<file path="config.mk">
export PLATFORM = sky130hd
export DESIGN_NAME = core_controller
export DESIGN_NICKNAME = d
export VERILOG_FILES = /design/src/design/ctrl_pkg.sv /design/src/design/ctrl_sequencer.sv /design/src/design/pc_redirect_arb.sv /design/src/design/hazard_unit.sv /design/src/design/fwd_unit.sv /design/src/design/core_controller.sv
export SDC_FILE = /design/constraint.sdc
export NUM_CORES = 1
export LEC_CHECK = 0
export BUFFER_PORTS_ARGS = -buffer_cell sky130_fd_sc_hd__buf_2
export CORE_MARGIN = 5
export CORE_UTILIZATION = 37
export DETAILED_ROUTE_END_ITERATION = 10
export GPL_TIMING_DRIVEN = 0
export PLACE_DENSITY_LB_ADDON = 0.08
export REMOVE_ABC_BUFFERS = 1
export SKIP_LAST_GASP = 1
export SLEW_MARGIN = 20
export SYNTH_ARGS = -nofsm -noshare
export SYNTH_HDL_FRONTEND = slang
export SYNTH_SLANG_ARGS = --single-unit
</file>
<file path="constraint.sdc">
create_clock -name clk -period 1.65 [get_ports clk]
set_input_delay 0.0825 -clock clk [delete_from_list [all_inputs] [get_ports clk]]
set_output_delay 0.0825 -clock clk [all_outputs]
set_load 0.02 [all_outputs]
</file>
<file path="src/design/ctrl_pkg.sv">
// controller package: states, redirect sources, forwarding selects and bundled status types
package ctrl_pkg;

  //////////////////////////////
  // encodings
  //////////////////////////////

  // sequencer states, debug states removed
  typedef enum logic [2:0] {
    RESET       = 3'd0,
    BOOT_SET    = 3'd1,
    SLEEP       = 3'd2,
    FIRST_FETCH = 3'd3,
    DECODE      = 3'd4,
    FLUSH_EX    = 3'd5,
    FLUSH_WB    = 3'd6
  } ctrl_state_e;

  // pc mux select toward the fetch stage
  typedef enum logic [2:0] {
    PC_BOOT      = 3'd0,
    PC_JUMP      = 3'd1,
    PC_BRANCH    = 3'd2,
    PC_EXCEPTION = 3'd3,
    PC_ERET      = 3'd4
  } pc_sel_e;

  // operand source for the id stage read ports
  typedef enum logic [1:0] {
    SEL_REGFILE = 2'd0,
    SEL_FW_EX   = 2'd1,
    SEL_FW_WB   = 2'd2
  } fw_sel_e;

  // kind of control transfer seen by the decoder
  typedef enum logic [1:0] {
    BRANCH_NONE = 2'd0,
    BRANCH_JAL  = 2'd1,
    BRANCH_JALR = 2'd2,
    BRANCH_COND = 2'd3
  } jump_kind_e;

  localparam ctrl_state_e RESET_STATE = RESET;

  //////////////////////////////
  // bundles
  //////////////////////////////

  // destination of a stage matches source a, b or c
  typedef struct packed {
    logic a;
    logic b;
    logic c;
  } operand_hit_t;

  // write enables and address matches of ex, wb and the alu result path
  typedef struct packed {
    logic         we_ex;
    logic         we_wb;
    logic         we_alu;
    operand_hit_t ex_hit;
    operand_hit_t wb_hit;
    operand_hit_t alu_hit;
  } fwd_src_t;

  typedef struct packed {
    logic       illegal;
    logic       eret;
    logic       pipe_flush;
    jump_kind_e jump;
  } decode_info_t;

  typedef struct packed {
    logic instr_valid;
    logic id_ready;
    logic ex_valid;
  } pipe_status_t;

  // one bit per redirect source
  typedef struct packed {
    logic boot;
    logic exc;
    logic jump;
    logic eret;
    logic branch;
  } redirect_req_t;

  typedef struct packed {
    logic    pc_set;
    pc_sel_e pc_mux;
  } pc_ctrl_t;

  typedef struct packed {
    logic halt_if;
    logic halt_id;
  } halt_t;

  typedef struct packed {
    fw_sel_e sel_a;
    fw_sel_e sel_b;
    fw_sel_e sel_c;
  } fw_sel_vec_t;

endpackage

</file>
<file path="src/design/ctrl_sequencer.sv">
// controller sequencer: FSM for boot, decode, exception entry, pipeline flush and sleep
`timescale 1ns/10ps

module ctrl_sequencer
(
  input  logic                    clk,
  input  logic                    rst_n,
  input  logic                    fetch_enable_i,
  input  logic                    exc_req_i,
  input  logic                    branch_taken_i,
  input  ctrl_pkg::decode_info_t  dec_i,
  input  ctrl_pkg::pipe_status_t  pipe_i,
  input  logic                    jr_stall_i,
  input  logic                    exc_grant_i,
  output ctrl_pkg::redirect_req_t redirect_o,
  output ctrl_pkg::halt_t         halt_o,
  output logic                    busy_o,
  output logic                    instr_req_o,
  output logic                    is_decoding_o,
  output logic                    exc_save_if_o,
  output logic                    exc_save_id_o,
  output logic                    exc_restore_id_o
);
  import ctrl_pkg::*;

  ctrl_state_e state_q;
  ctrl_state_e state_d;
  logic        jump_done_q;
  logic        jump_done_d;

  //////////////////////////////
  // next state and outputs
  //////////////////////////////

  always_comb
  begin
    // defaults: fetching, busy, no redirect
    state_d          = state_q;
    jump_done_d      = jump_done_q;
    redirect_o       = '0;
    halt_o           = '0;
    busy_o           = 1'b1;
    instr_req_o      = 1'b1;
    is_decoding_o    = 1'b0;
    exc_save_if_o    = 1'b0;
    exc_save_id_o    = 1'b0;
    exc_restore_id_o = 1'b0;

    case (state_q)
      // idle until the core is enabled
      RESET:
      begin
        busy_o      = 1'b0;
        instr_req_o = 1'b0;
        if (fetch_enable_i)
          state_d = BOOT_SET;
      end

      // load the boot address into the fetch stage, single cycle
      BOOT_SET:
      begin
        redirect_o.boot = 1'b1;
        state_d         = FIRST_FETCH;
      end

      // pipeline empty, wake on enable or an exception
      SLEEP:
      begin
        busy_o         = 1'b0;
        instr_req_o    = 1'b0;
        halt_o.halt_if = 1'b1;
        halt_o.halt_id = 1'b1;
        if (fetch_enable_i || exc_req_i)
          state_d = FIRST_FETCH;
      end

      // wait for the first instruction to reach id
      FIRST_FETCH:
      begin
        if (pipe_i.id_ready)
          state_d = DECODE;
        redirect_o.branch = branch_taken_i;
        redirect_o.exc    = exc_req_i;
        // the if pc is saved only when the exception actually wins
        exc_save_if_o     = exc_grant_i;
      end

      DECODE:
      begin
        // a taken branch in ex kills the instruction in id
        if (pipe_i.instr_valid && !branch_taken_i)
        begin
          is_decoding_o = 1'b1;

          // jal/jalr target is known here, fire once and wait out a jr hazard
          if (dec_i.jump == BRANCH_JAL || dec_i.jump == BRANCH_JALR)
          begin
            if (!jr_stall_i && !jump_done_q)
            begin
              redirect_o.jump = 1'b1;
              jump_done_d     = 1'b1;
            end
          end
          else if (exc_req_i)
          begin
            redirect_o.exc = 1'b1;
            // keep the faulting instruction out of ex
            halt_o.halt_id = exc_grant_i;
            exc_save_id_o  = exc_grant_i;
          end

          if (dec_i.eret)
          begin
            exc_restore_id_o = 1'b1;
            if (!jump_done_q)
            begin
              redirect_o.eret = 1'b1;
              jump_done_d     = 1'b1;
            end
          end

          // wfi-style flush, or eret that drops back to sleep
          if (dec_i.pipe_flush || (dec_i.eret && !fetch_enable_i))
          begin
            halt_o.halt_if = 1'b1;
            halt_o.halt_id = 1'b1;
            state_d        = FLUSH_EX;
          end
        end

        if (branch_taken_i)
          redirect_o.branch = 1'b1;
      end

      // let ex finish, nothing new enters
      FLUSH_EX:
      begin
        halt_o.halt_if = 1'b1;
        halt_o.halt_id = 1'b1;
        if (pipe_i.ex_valid)
          state_d = FLUSH_WB;
      end

      // wb drains in one cycle
      FLUSH_WB:
      begin
        halt_o.halt_id = 1'b1;
        if (fetch_enable_i)
        begin
          state_d = DECODE;
        end
        else
        begin
          halt_o.halt_if = 1'b1;
          state_d        = SLEEP;
        end
      end

      default:
      begin
        instr_req_o = 1'b0;
        state_d     = RESET;
      end
    endcase
  end

  //////////////////////////////
  // registers
  //////////////////////////////

  always_ff @(posedge clk or negedge rst_n)
  begin
    if (!rst_n)
    begin
      state_q     <= RESET_STATE;
      jump_done_q <= 1'b0;
    end
    else
    begin
      state_q     <= state_d;
      // cleared once id accepts the next instruction
      jump_done_q <= jump_done_d & ~pipe_i.id_ready;
    end
  end

endmodule

</file>
<file path="src/design/pc_redirect_arb.sv">
// pc redirect arbiter: fixed-priority merge of redirect requests onto pc_set/pc_mux
`timescale 1ns/10ps

module pc_redirect_arb
(
  input  ctrl_pkg::redirect_req_t req_i,
  output ctrl_pkg::pc_ctrl_t      pc_o,
  output logic                    exc_grant_o
);
  import ctrl_pkg::*;

  //////////////////////////////
  // priority select
  //////////////////////////////

  // branch > eret > jump > exc > boot
  always_comb
  begin
    pc_o.pc_set = req_i.branch | req_i.eret | req_i.jump | req_i.exc | req_i.boot;
    exc_grant_o = 1'b0;

    if (req_i.branch)
    begin
      // branch in ex is older than anything in id
      pc_o.pc_mux = PC_BRANCH;
    end
    else if (req_i.eret)
    begin
      pc_o.pc_mux = PC_ERET;
    end
    else if (req_i.jump)
    begin
      pc_o.pc_mux = PC_JUMP;
    end
    else if (req_i.exc)
    begin
      pc_o.pc_mux = PC_EXCEPTION;
      // only grant the exception source when it owns the redirect
      exc_grant_o = 1'b1;
    end
    else
    begin
      // boot, or don't care while pc_set is low
      pc_o.pc_mux = PC_BOOT;
    end
  end

endmodule

</file>
<file path="src/design/hazard_unit.sv">
// hazard unit: load-use, jump-register and misaligned stalls plus write-enable kill
`timescale 1ns/10ps

module hazard_unit
(
  input  logic                   is_decoding_i,
  input  logic                   data_req_ex_i,
  input  logic                   data_misaligned_i,
  input  ctrl_pkg::decode_info_t dec_i,
  input  ctrl_pkg::fwd_src_t     fwd_i,
  output logic                   load_stall_o,
  output logic                   jr_stall_o,
  output logic                   misaligned_stall_o,
  output logic                   deassert_we_o
);
  import ctrl_pkg::*;

  logic ex_hits_any;
  logic a_pending;

  //////////////////////////////
  // stall detection
  //////////////////////////////

  // some source reads the register the ex stage writes
  assign ex_hits_any = fwd_i.ex_hit.a | fwd_i.ex_hit.b | fwd_i.ex_hit.c;

  // operand a still being produced further down the pipe
  assign a_pending = (fwd_i.we_wb  & fwd_i.wb_hit.a) |
                     (fwd_i.we_ex  & fwd_i.ex_hit.a) |
                     (fwd_i.we_alu & fwd_i.alu_hit.a);

  // load data only shows up in wb, no forward from ex possible
  assign load_stall_o = data_req_ex_i & fwd_i.we_ex & ex_hits_any;

  // jalr target is computed in id, it needs rs1 settled
  assign jr_stall_o = (dec_i.jump == BRANCH_JALR) & a_pending;

  // second beat of a misaligned access owns the lsu
  assign misaligned_stall_o = data_misaligned_i;

  //////////////////////////////
  // write enable kill
  //////////////////////////////

  // the id instruction must not write back while stalled, illegal,
  // or outside decode
  assign deassert_we_o = load_stall_o       |
                         jr_stall_o         |
                         misaligned_stall_o |
                         dec_i.illegal      |
                         ~is_decoding_i;

endmodule

</file>
<file path="src/design/fwd_unit.sv">
// forwarding unit: operand source selects for id read ports a, b and c
`timescale 1ns/10ps

module fwd_unit
(
  input  ctrl_pkg::fwd_src_t    fwd_i,
  input  logic                  data_misaligned_i,
  input  logic                  mult_multicycle_i,
  output ctrl_pkg::fw_sel_vec_t fw_sel_o
);
  import ctrl_pkg::*;

  // per-operand source, the alu path is newer than wb and wins
  function automatic fw_sel_e pick_src
  (
    input logic wb_hit,
    input logic alu_hit,
    input logic we_wb,
    input logic we_alu
  );
    fw_sel_e sel;
    sel = SEL_REGFILE;
    if (we_wb && wb_hit)
      sel = SEL_FW_WB;
    if (we_alu && alu_hit)
      sel = SEL_FW_EX;
    return sel;
  endfunction

  //////////////////////////////
  // select logic
  //////////////////////////////

  always_comb
  begin
    fw_sel_o.sel_a = pick_src(fwd_i.wb_hit.a, fwd_i.alu_hit.a, fwd_i.we_wb, fwd_i.we_alu);
    fw_sel_o.sel_b = pick_src(fwd_i.wb_hit.b, fwd_i.alu_hit.b, fwd_i.we_wb, fwd_i.we_alu);
    fw_sel_o.sel_c = pick_src(fwd_i.wb_hit.c, fwd_i.alu_hit.c, fwd_i.we_wb, fwd_i.we_alu);

    // misaligned second beat: address from ex result, no offset
    if (data_misaligned_i)
    begin
      fw_sel_o.sel_a = SEL_FW_EX;
      fw_sel_o.sel_b = SEL_REGFILE;
    end
    else if (mult_multicycle_i)
    begin
      // multicycle mul keeps its partial result on port c
      fw_sel_o.sel_c = SEL_FW_EX;
    end
  end

endmodule

</file>
<file path="src/design/core_controller.sv">
// core controller top: sequencer, redirect arbiter, hazard and forwarding units
`timescale 1ns/10ps

module core_controller
(
  input  logic                   clk,
  input  logic                   rst_n,
  input  logic                   fetch_enable_i,
  input  logic                   exc_req_i,
  input  logic                   branch_taken_i,
  input  logic                   data_req_ex_i,
  input  logic                   data_misaligned_i,
  input  logic                   mult_multicycle_i,
  input  ctrl_pkg::decode_info_t dec_i,
  input  ctrl_pkg::pipe_status_t pipe_i,
  input  ctrl_pkg::fwd_src_t     fwd_i,
  output logic                   busy_o,
  output logic                   is_decoding_o,
  output logic                   instr_req_o,
  output ctrl_pkg::pc_ctrl_t     pc_o,
  output logic                   exc_ack_o,
  output logic                   exc_save_if_o,
  output logic                   exc_save_id_o,
  output logic                   exc_restore_id_o,
  output ctrl_pkg::halt_t        halt_o,
  output logic                   deassert_we_o,
  output logic                   load_stall_o,
  output logic                   jr_stall_o,
  output logic                   misaligned_stall_o,
  output ctrl_pkg::fw_sel_vec_t  fw_sel_o
);
  import ctrl_pkg::*;

  // sequencer requests into the shared redirect path
  redirect_req_t redirect;

  ctrl_sequencer u_sequencer (
    .clk              (clk),
    .rst_n            (rst_n),
    .fetch_enable_i   (fetch_enable_i),
    .exc_req_i        (exc_req_i),
    .branch_taken_i   (branch_taken_i),
    .dec_i            (dec_i),
    .pipe_i           (pipe_i),
    .jr_stall_i       (jr_stall_o),
    .exc_grant_i      (exc_ack_o),
    .redirect_o       (redirect),
    .halt_o           (halt_o),
    .busy_o           (busy_o),
    .instr_req_o      (instr_req_o),
    .is_decoding_o    (is_decoding_o),
    .exc_save_if_o    (exc_save_if_o),
    .exc_save_id_o    (exc_save_id_o),
    .exc_restore_id_o (exc_restore_id_o)
  );

  // the exception grant doubles as the ack to the requester
  pc_redirect_arb u_redirect_arb (
    .req_i       (redirect),
    .pc_o        (pc_o),
    .exc_grant_o (exc_ack_o)
  );

  hazard_unit u_hazard (
    .is_decoding_i      (is_decoding_o),
    .data_req_ex_i      (data_req_ex_i),
    .data_misaligned_i  (data_misaligned_i),
    .dec_i              (dec_i),
    .fwd_i              (fwd_i),
    .load_stall_o       (load_stall_o),
    .jr_stall_o         (jr_stall_o),
    .misaligned_stall_o (misaligned_stall_o),
    .deassert_we_o      (deassert_we_o)
  );

  fwd_unit u_fwd (
    .fwd_i             (fwd_i),
    .data_misaligned_i (data_misaligned_i),
    .mult_multicycle_i (mult_multicycle_i),
    .fw_sel_o          (fw_sel_o)
  );

endmodule

</file>
Word-level counts from Yosys, hierarchy flattened
Index checks and enable logic that the tools add are counted.
W data, S select, Z words.
{ "classes": {"n_eq_ne": 14, "mux": 59, "bitwise_logic": 21, "n_reduce_logical": 21} }
{ "ops": {"columns": ["cell", "count"], "rows": [
  ["$mux W3", 11],
  ["$mux W1", 31],
  ["$mux W2", 12],
  ["$pmux W3 S7", 1],
  ["$or A1 B1 Y1", 12],
  ["$eq A3 B3 Y1 const B", 3],
  ["$logic_and A1 B1 Y1", 9],
  ["$and A1 B1 Y1", 7],
  ["$eq A3 B2 Y1 const B", 2],
  ["$ne A2 B1 Y1 const B", 3],
  ["$ne A2 B2 Y1 const B", 3],
  ["$pmux W2 S3", 1],
  ["$reduce_and A6 Y1", 1],
  ["$reduce_or A5 Y1", 1],
  ["$logic_not A1 Y1", 4],
  ["$mux W4", 1],
  ["$pmux W1 S2", 2],
  ["$reduce_or A2 Y1", 2],
  ["$eq A3 B1 Y1 const B", 1],
  ["$logic_not A3 Y1", 1],
  ["$logic_or A1 B1 Y1", 3],
  ["$eq A2 B1 Y1 const B", 1],
  ["$eq A2 B2 Y1 const B", 1],
  ["$not A1 Y1", 2]
]} }
{ "word_totals": {"reg_bits": 4} }

Logic depth before layout (Yosys ltp)
{ "depth": {"ltp_word": 19, "mapped_depth": 6} }

Hierarchy
Synthesis repeated with hierarchy kept, for this count alone.
{ "unflattened": {"hier_cells": 90, "hier_area_um2": 649.4} }
{ "by_module_without_submodules": {"columns": ["mod", "instances", "cells_each", "area_each_um2", "seq_area_each_um2"], "rows": [
  ["ctrl_sequencer", 1, 63, 479.2, 100.1],
  ["fwd_unit", 1, 11, 62.6, 0.0],
  ["pc_redirect_arb", 1, 8, 55.1, 0.0],
  ["hazard_unit", 1, 8, 52.6, 0.0]
]} }

Worst setup path before layout
Ideal clock, no wire load.
{ "synth_path": {"path_kind": "input to output", "startpoint": "input dec_i[0] (netlist bit)", "endpoint": "output exc_save_if_o", "t_arrival_ns": 1.638, "required_ns": 1.567, "setup_slack_ns": -0.071, "stages": 6, "path_buffers": 0, "cell_sequence": "inv_1 ha_1 a21oi_1 a211oi_1 o311ai_0 nor4_1"} }
{ "synth_via": {"elab_chain_cells": 12, "elab_cells_between_ends": 17} }
{ "synth_rtl": {"columns": ["element", "line_no", "source"], "rows": [
  ["start: declaration", "core_controller.sv:14", "input ctrl_pkg::decode_info_t dec_i,"],
  ["$eq A2 B2 Y1", "ctrl_sequencer.sv:96, hazard_unit.sv:37", null],
  ["$and A1 B1 Y1", "hazard_unit.sv:37", "assign jr_stall_o = (dec_i.jump == BRANCH_JALR) & a_pending;"],
  ["$logic_not A1 Y1", "ctrl_sequencer.sv:98", "if (!jr_stall_i && !jump_done_q)"],
  ["$logic_and A1 B1 Y1", "ctrl_sequencer.sv:98", null],
  ["$mux W1", "ctrl_sequencer.sv:98", null],
  ["$mux W1", "ctrl_sequencer.sv:96", "if (dec_i.jump == BRANCH_JAL || dec_i.jump == BRANCH_JALR)"],
  ["$mux W3 (*)", "ctrl_sequencer.sv:91", "if (pipe_i.instr_valid && !branch_taken_i)"],
  ["$mux W2", "ctrl_sequencer.sv:49", "case (state_q)"],
  ["$mux W1 (*)", "pc_redirect_arb.sv:31", "else if (req_i.jump)"],
  ["$mux W1 (*)", "pc_redirect_arb.sv:27", "else if (req_i.eret)"],
  ["$mux W1 (*)", "pc_redirect_arb.sv:22", "if (req_i.branch)"],
  ["$mux W1 (*)", "ctrl_sequencer.sv:49", null],
  ["end: declaration", "core_controller.sv:22", "output logic exc_save_if_o,"]
]} }
Every way passes the cells marked *; elsewhere a longest branch is shown, timed or not.

==> impl_results.md <==
- Critical path fanouts, max: 4
- Leak: 0.526 nW
- Worst clock skew: a little over 0.002 ns
- Initial drt markers: 10
- TritonCTS buffer count: 3
- Hold slack: approximately 0.053 ns
- # rows: 14
- Sw frac: 0.510
- Final Wtd Congestion: 0.843
- Critical Path RT: ~1.6 ns
- RSZ-0062 raised after global routing: yes
- Core area: between 1500 and 2000 um^2
- Area of the multi-input gates: 490 um^2
- Number of max-cap violations: 0
- Hold Startpoint: pipe_i[1]
- Initial Utilization: 0.396
- Final setup vio count: 7
- Crit path time final: around 1.9 ns
- GRT Resource Usage Total: 0.168
- Main synth FF type: dfrtp_1
- Min-Delay Path Class: in2reg
- Post-synth EDFFs: 0
- CTS tree: done
- Setup TNS: -0.824 ns
- Post-route clock period utilization: 1.12
- Status: finished with violations
- Clock network fraction of design power: 0.095
- Setup ws final: -0.201 ns
- Worst r2r dst: u_sequencer.jump_done_q
- Fillers: 140
- Hold EP: u_sequencer.jump_done_q
- Sequential power share: 0.159
- Synth cell types: 38
- Antenna Cells: 0
- Die width: 50.4 um
- Reg2Reg Setup Slack: 0.38 ns
- Initial antenna violation count: 0
- Synth Area per Inst: between 6 and 7 um^2
- Setup crit end kind: output port
- CTS Sinks: 4
- Final Net Count: 177
- Routed vias: ~890
- Mapped Cells: slightly below 90
- Cell area after placement: roughly 840 um^2
- Vias in the first global route: 798
- Clock root cell: clkbuf_4
- Cells on worst reg2reg path: 6
- Overall Power: ~1.3 mW
- Psw: between 0.6 and 0.7 mW
- Power per cell area: around 1300 nW/um^2
- Post-Route WL: between 2000 and 2500 um
- Sequential share of the synthesized area: 0.166
- Logic pwr share: 0.747
- Worst skew pair latency: about 0.24 ns
- Yosys warns: 0
- Worst hold stages: 2
- Critical Path AT: 1.77 ns
- Vias per cell: around 5.5
- Antenna-violating nets left: 0
- Worst vdd ir: 556 uV
- Detailed-placement wirelength estimate: roughly 1700 um
- Async S/R FF share, synth: 1.00
- Worst Tran Pin Value: 0.369 ns
- DIE AREA: 2540 um^2
- Grt ovf: 0
- Setup crit start kind: flip-flop
- Critical path class: reg2out
- Failing checks: negative setup slack
- Synthesis-stage register bit count: 4
- TritonRoute pass-1 iters: 4
- I/O Pins: 51
- Final Max Slew Viols: 0
- Reg2reg start: u_sequencer.state_q[0]
- Deepest clock path buffer count: 2
- Reg clk slew, reported paths: roughly 0.04 ns
- F_max: 0.540 GHz
- Rel. slew slack: 0.754
- CTS H-tree lvls: 1
- Wirelength per Cell: between 10 and 15 um
- Internal Power: 0.653 mW
- Synthesized cell area: just over 600 um^2
- Total area of sequential cells: ~100 um^2
- Layout cells sized above 1: 0.534
- DRC viols: 0
- First-pass GRT wire length: approximately 3400 um
- Die height: ~50 um
- Final hold violation count: 0
- Design area: slightly above 1000 um^2
- Largest net degree at the start of global routing: 17
- IO Port Bufs: 50
- Syn-to-layout area delta: 68.0%
## registers in the layout, indices dropped and copies added (netlist names)
name and cells:
u_sequencer.state_q 3, u_sequencer.jump_done_q 1
## power groups by stage
stage / Sequential [mW] / Combinational, mW / Clock (mW)
finish: 0.211 / 0.996 / 0.126
global route: 0.213 / 1.07 / 0.136
CTS: 0.212 / 0.874 / 0.125
detailed placement: 0.272 / 0.724 / 0
global placement: 0.270 / 0.708 / 0
floorplan: 0.241 / 0.500 / 0
## worst max-delay path, stage by stage (launching register included)
cell and delay [ns]:
dfrtp_2 0.43, nor2_4 0.15, nand3_4 0.09, or4_4 0.50
a211oi_2 0.19, buf_4 0.17
## timing repair
item	CTS	global route
hold buffers	1	0
setup buffers	4	5
gates resized for setup	8	15
pin swaps	3	1
endpoints found under the hold margin	4	0
setup endpoints to repair	11	7
## cells in the mapped netlist (all sizes together), types with 2 or more instances
cell | instances | area [um^2]
a211oi | 2 | 20.0
a21boi | 2 | 15.0
a21o | 2 | 15.0
a21oi | 3 | 15.0
a31oi | 2 | 12.5
and2 | 2 | 12.5
buf | 2 | 18.8
clkbuf | 3 | 11.3
dfrtp | 4 | 100
inv | 7 | 26.3
nand2 | 14 | 52.6
nand2b | 2 | 12.5
nand3 | 6 | 35.0
nor2 | 9 | 41.3
nor3 | 2 | 10.0
o211ai | 2 | 15.0
o21a | 2 | 15.0
o21ai | 7 | 35.0
## cells by family (layout without fill, tap and decap cells)
group / count (synthesis) / in the layout / synth area share
AO/OA/AOI/OAI: 28 / 28 / 0.336
flip-flops: 4 / 4 / 0.166
buffers and inverters: 12 / 69 / 0.0934
adder cells (fa/ha/maj): 1 / 1 / 0.0207
AND/OR/NAND/NOR: 44 / 44 / 0.384
## metrics by stage
step                std cells   util  setup WS [ns]
global route              162  0.665         -0.265
floorplan                  84      -         -0.194
global placement          150  0.553         -0.215
CTS                       158  0.607         -0.197
finish                    162  0.665         -0.201
detailed placement        150  0.553         -0.269
## final cells by class
class,count,share of cell area
Inverter,7,0.0309
Timing Repair Buffer,59,0.341
Multi-Input combinational cell,73,0.484
Tap cell,16,0.0198
Clock buffer,3,0.0222
Sequential cell,4,0.102
## routing by layer
layer	GRT usage	vias up	part of all wire
li1	-	434	-
met1	0.183	406	0.38
met2	0.305	43	0.52
met3	0.0266	4	0.079
met4	0.0894	0	0.018
met5	0	-	0
## how the worst max path moves through the flow
| stage | startpoint | endpoint | slack [ns] | depth (start not counted) |
|---|---|---|---|---|
| floorplan | u_sequencer.state_q[0] | exc_save_if_o | -0.19 | 4 |
| global placement | u_sequencer.state_q[0] | pc_o[1] | -0.21 | 5 |
| detailed placement | u_sequencer.state_q[0] | pc_o[1] | -0.27 | 5 |
| CTS | u_sequencer.state_q[0] | pc_o[0] | -0.20 | 5 |
| global route | u_sequencer.state_q[0] | pc_o[0] | -0.26 | 5 |
| finish | u_sequencer.state_q[0] | pc_o[0] | -0.20 | 5 |
## cell usage in the layout (no fill, tap or decap), drive strengths merged, types with 2 or more instances in the layout
cell	n
a31oi	2
a21oi	3
nor2	9
a21boi	2
o21a	2
buf	58
nand2b	2
clkbuf	3
a211oi	2
inv	7
o211ai	2
a21o	2
dfrtp	4
nor3	2
nand3	6
nand2	14
o21ai	7
and2	2
Note: power is estimated with default switching activity, not from simulation.
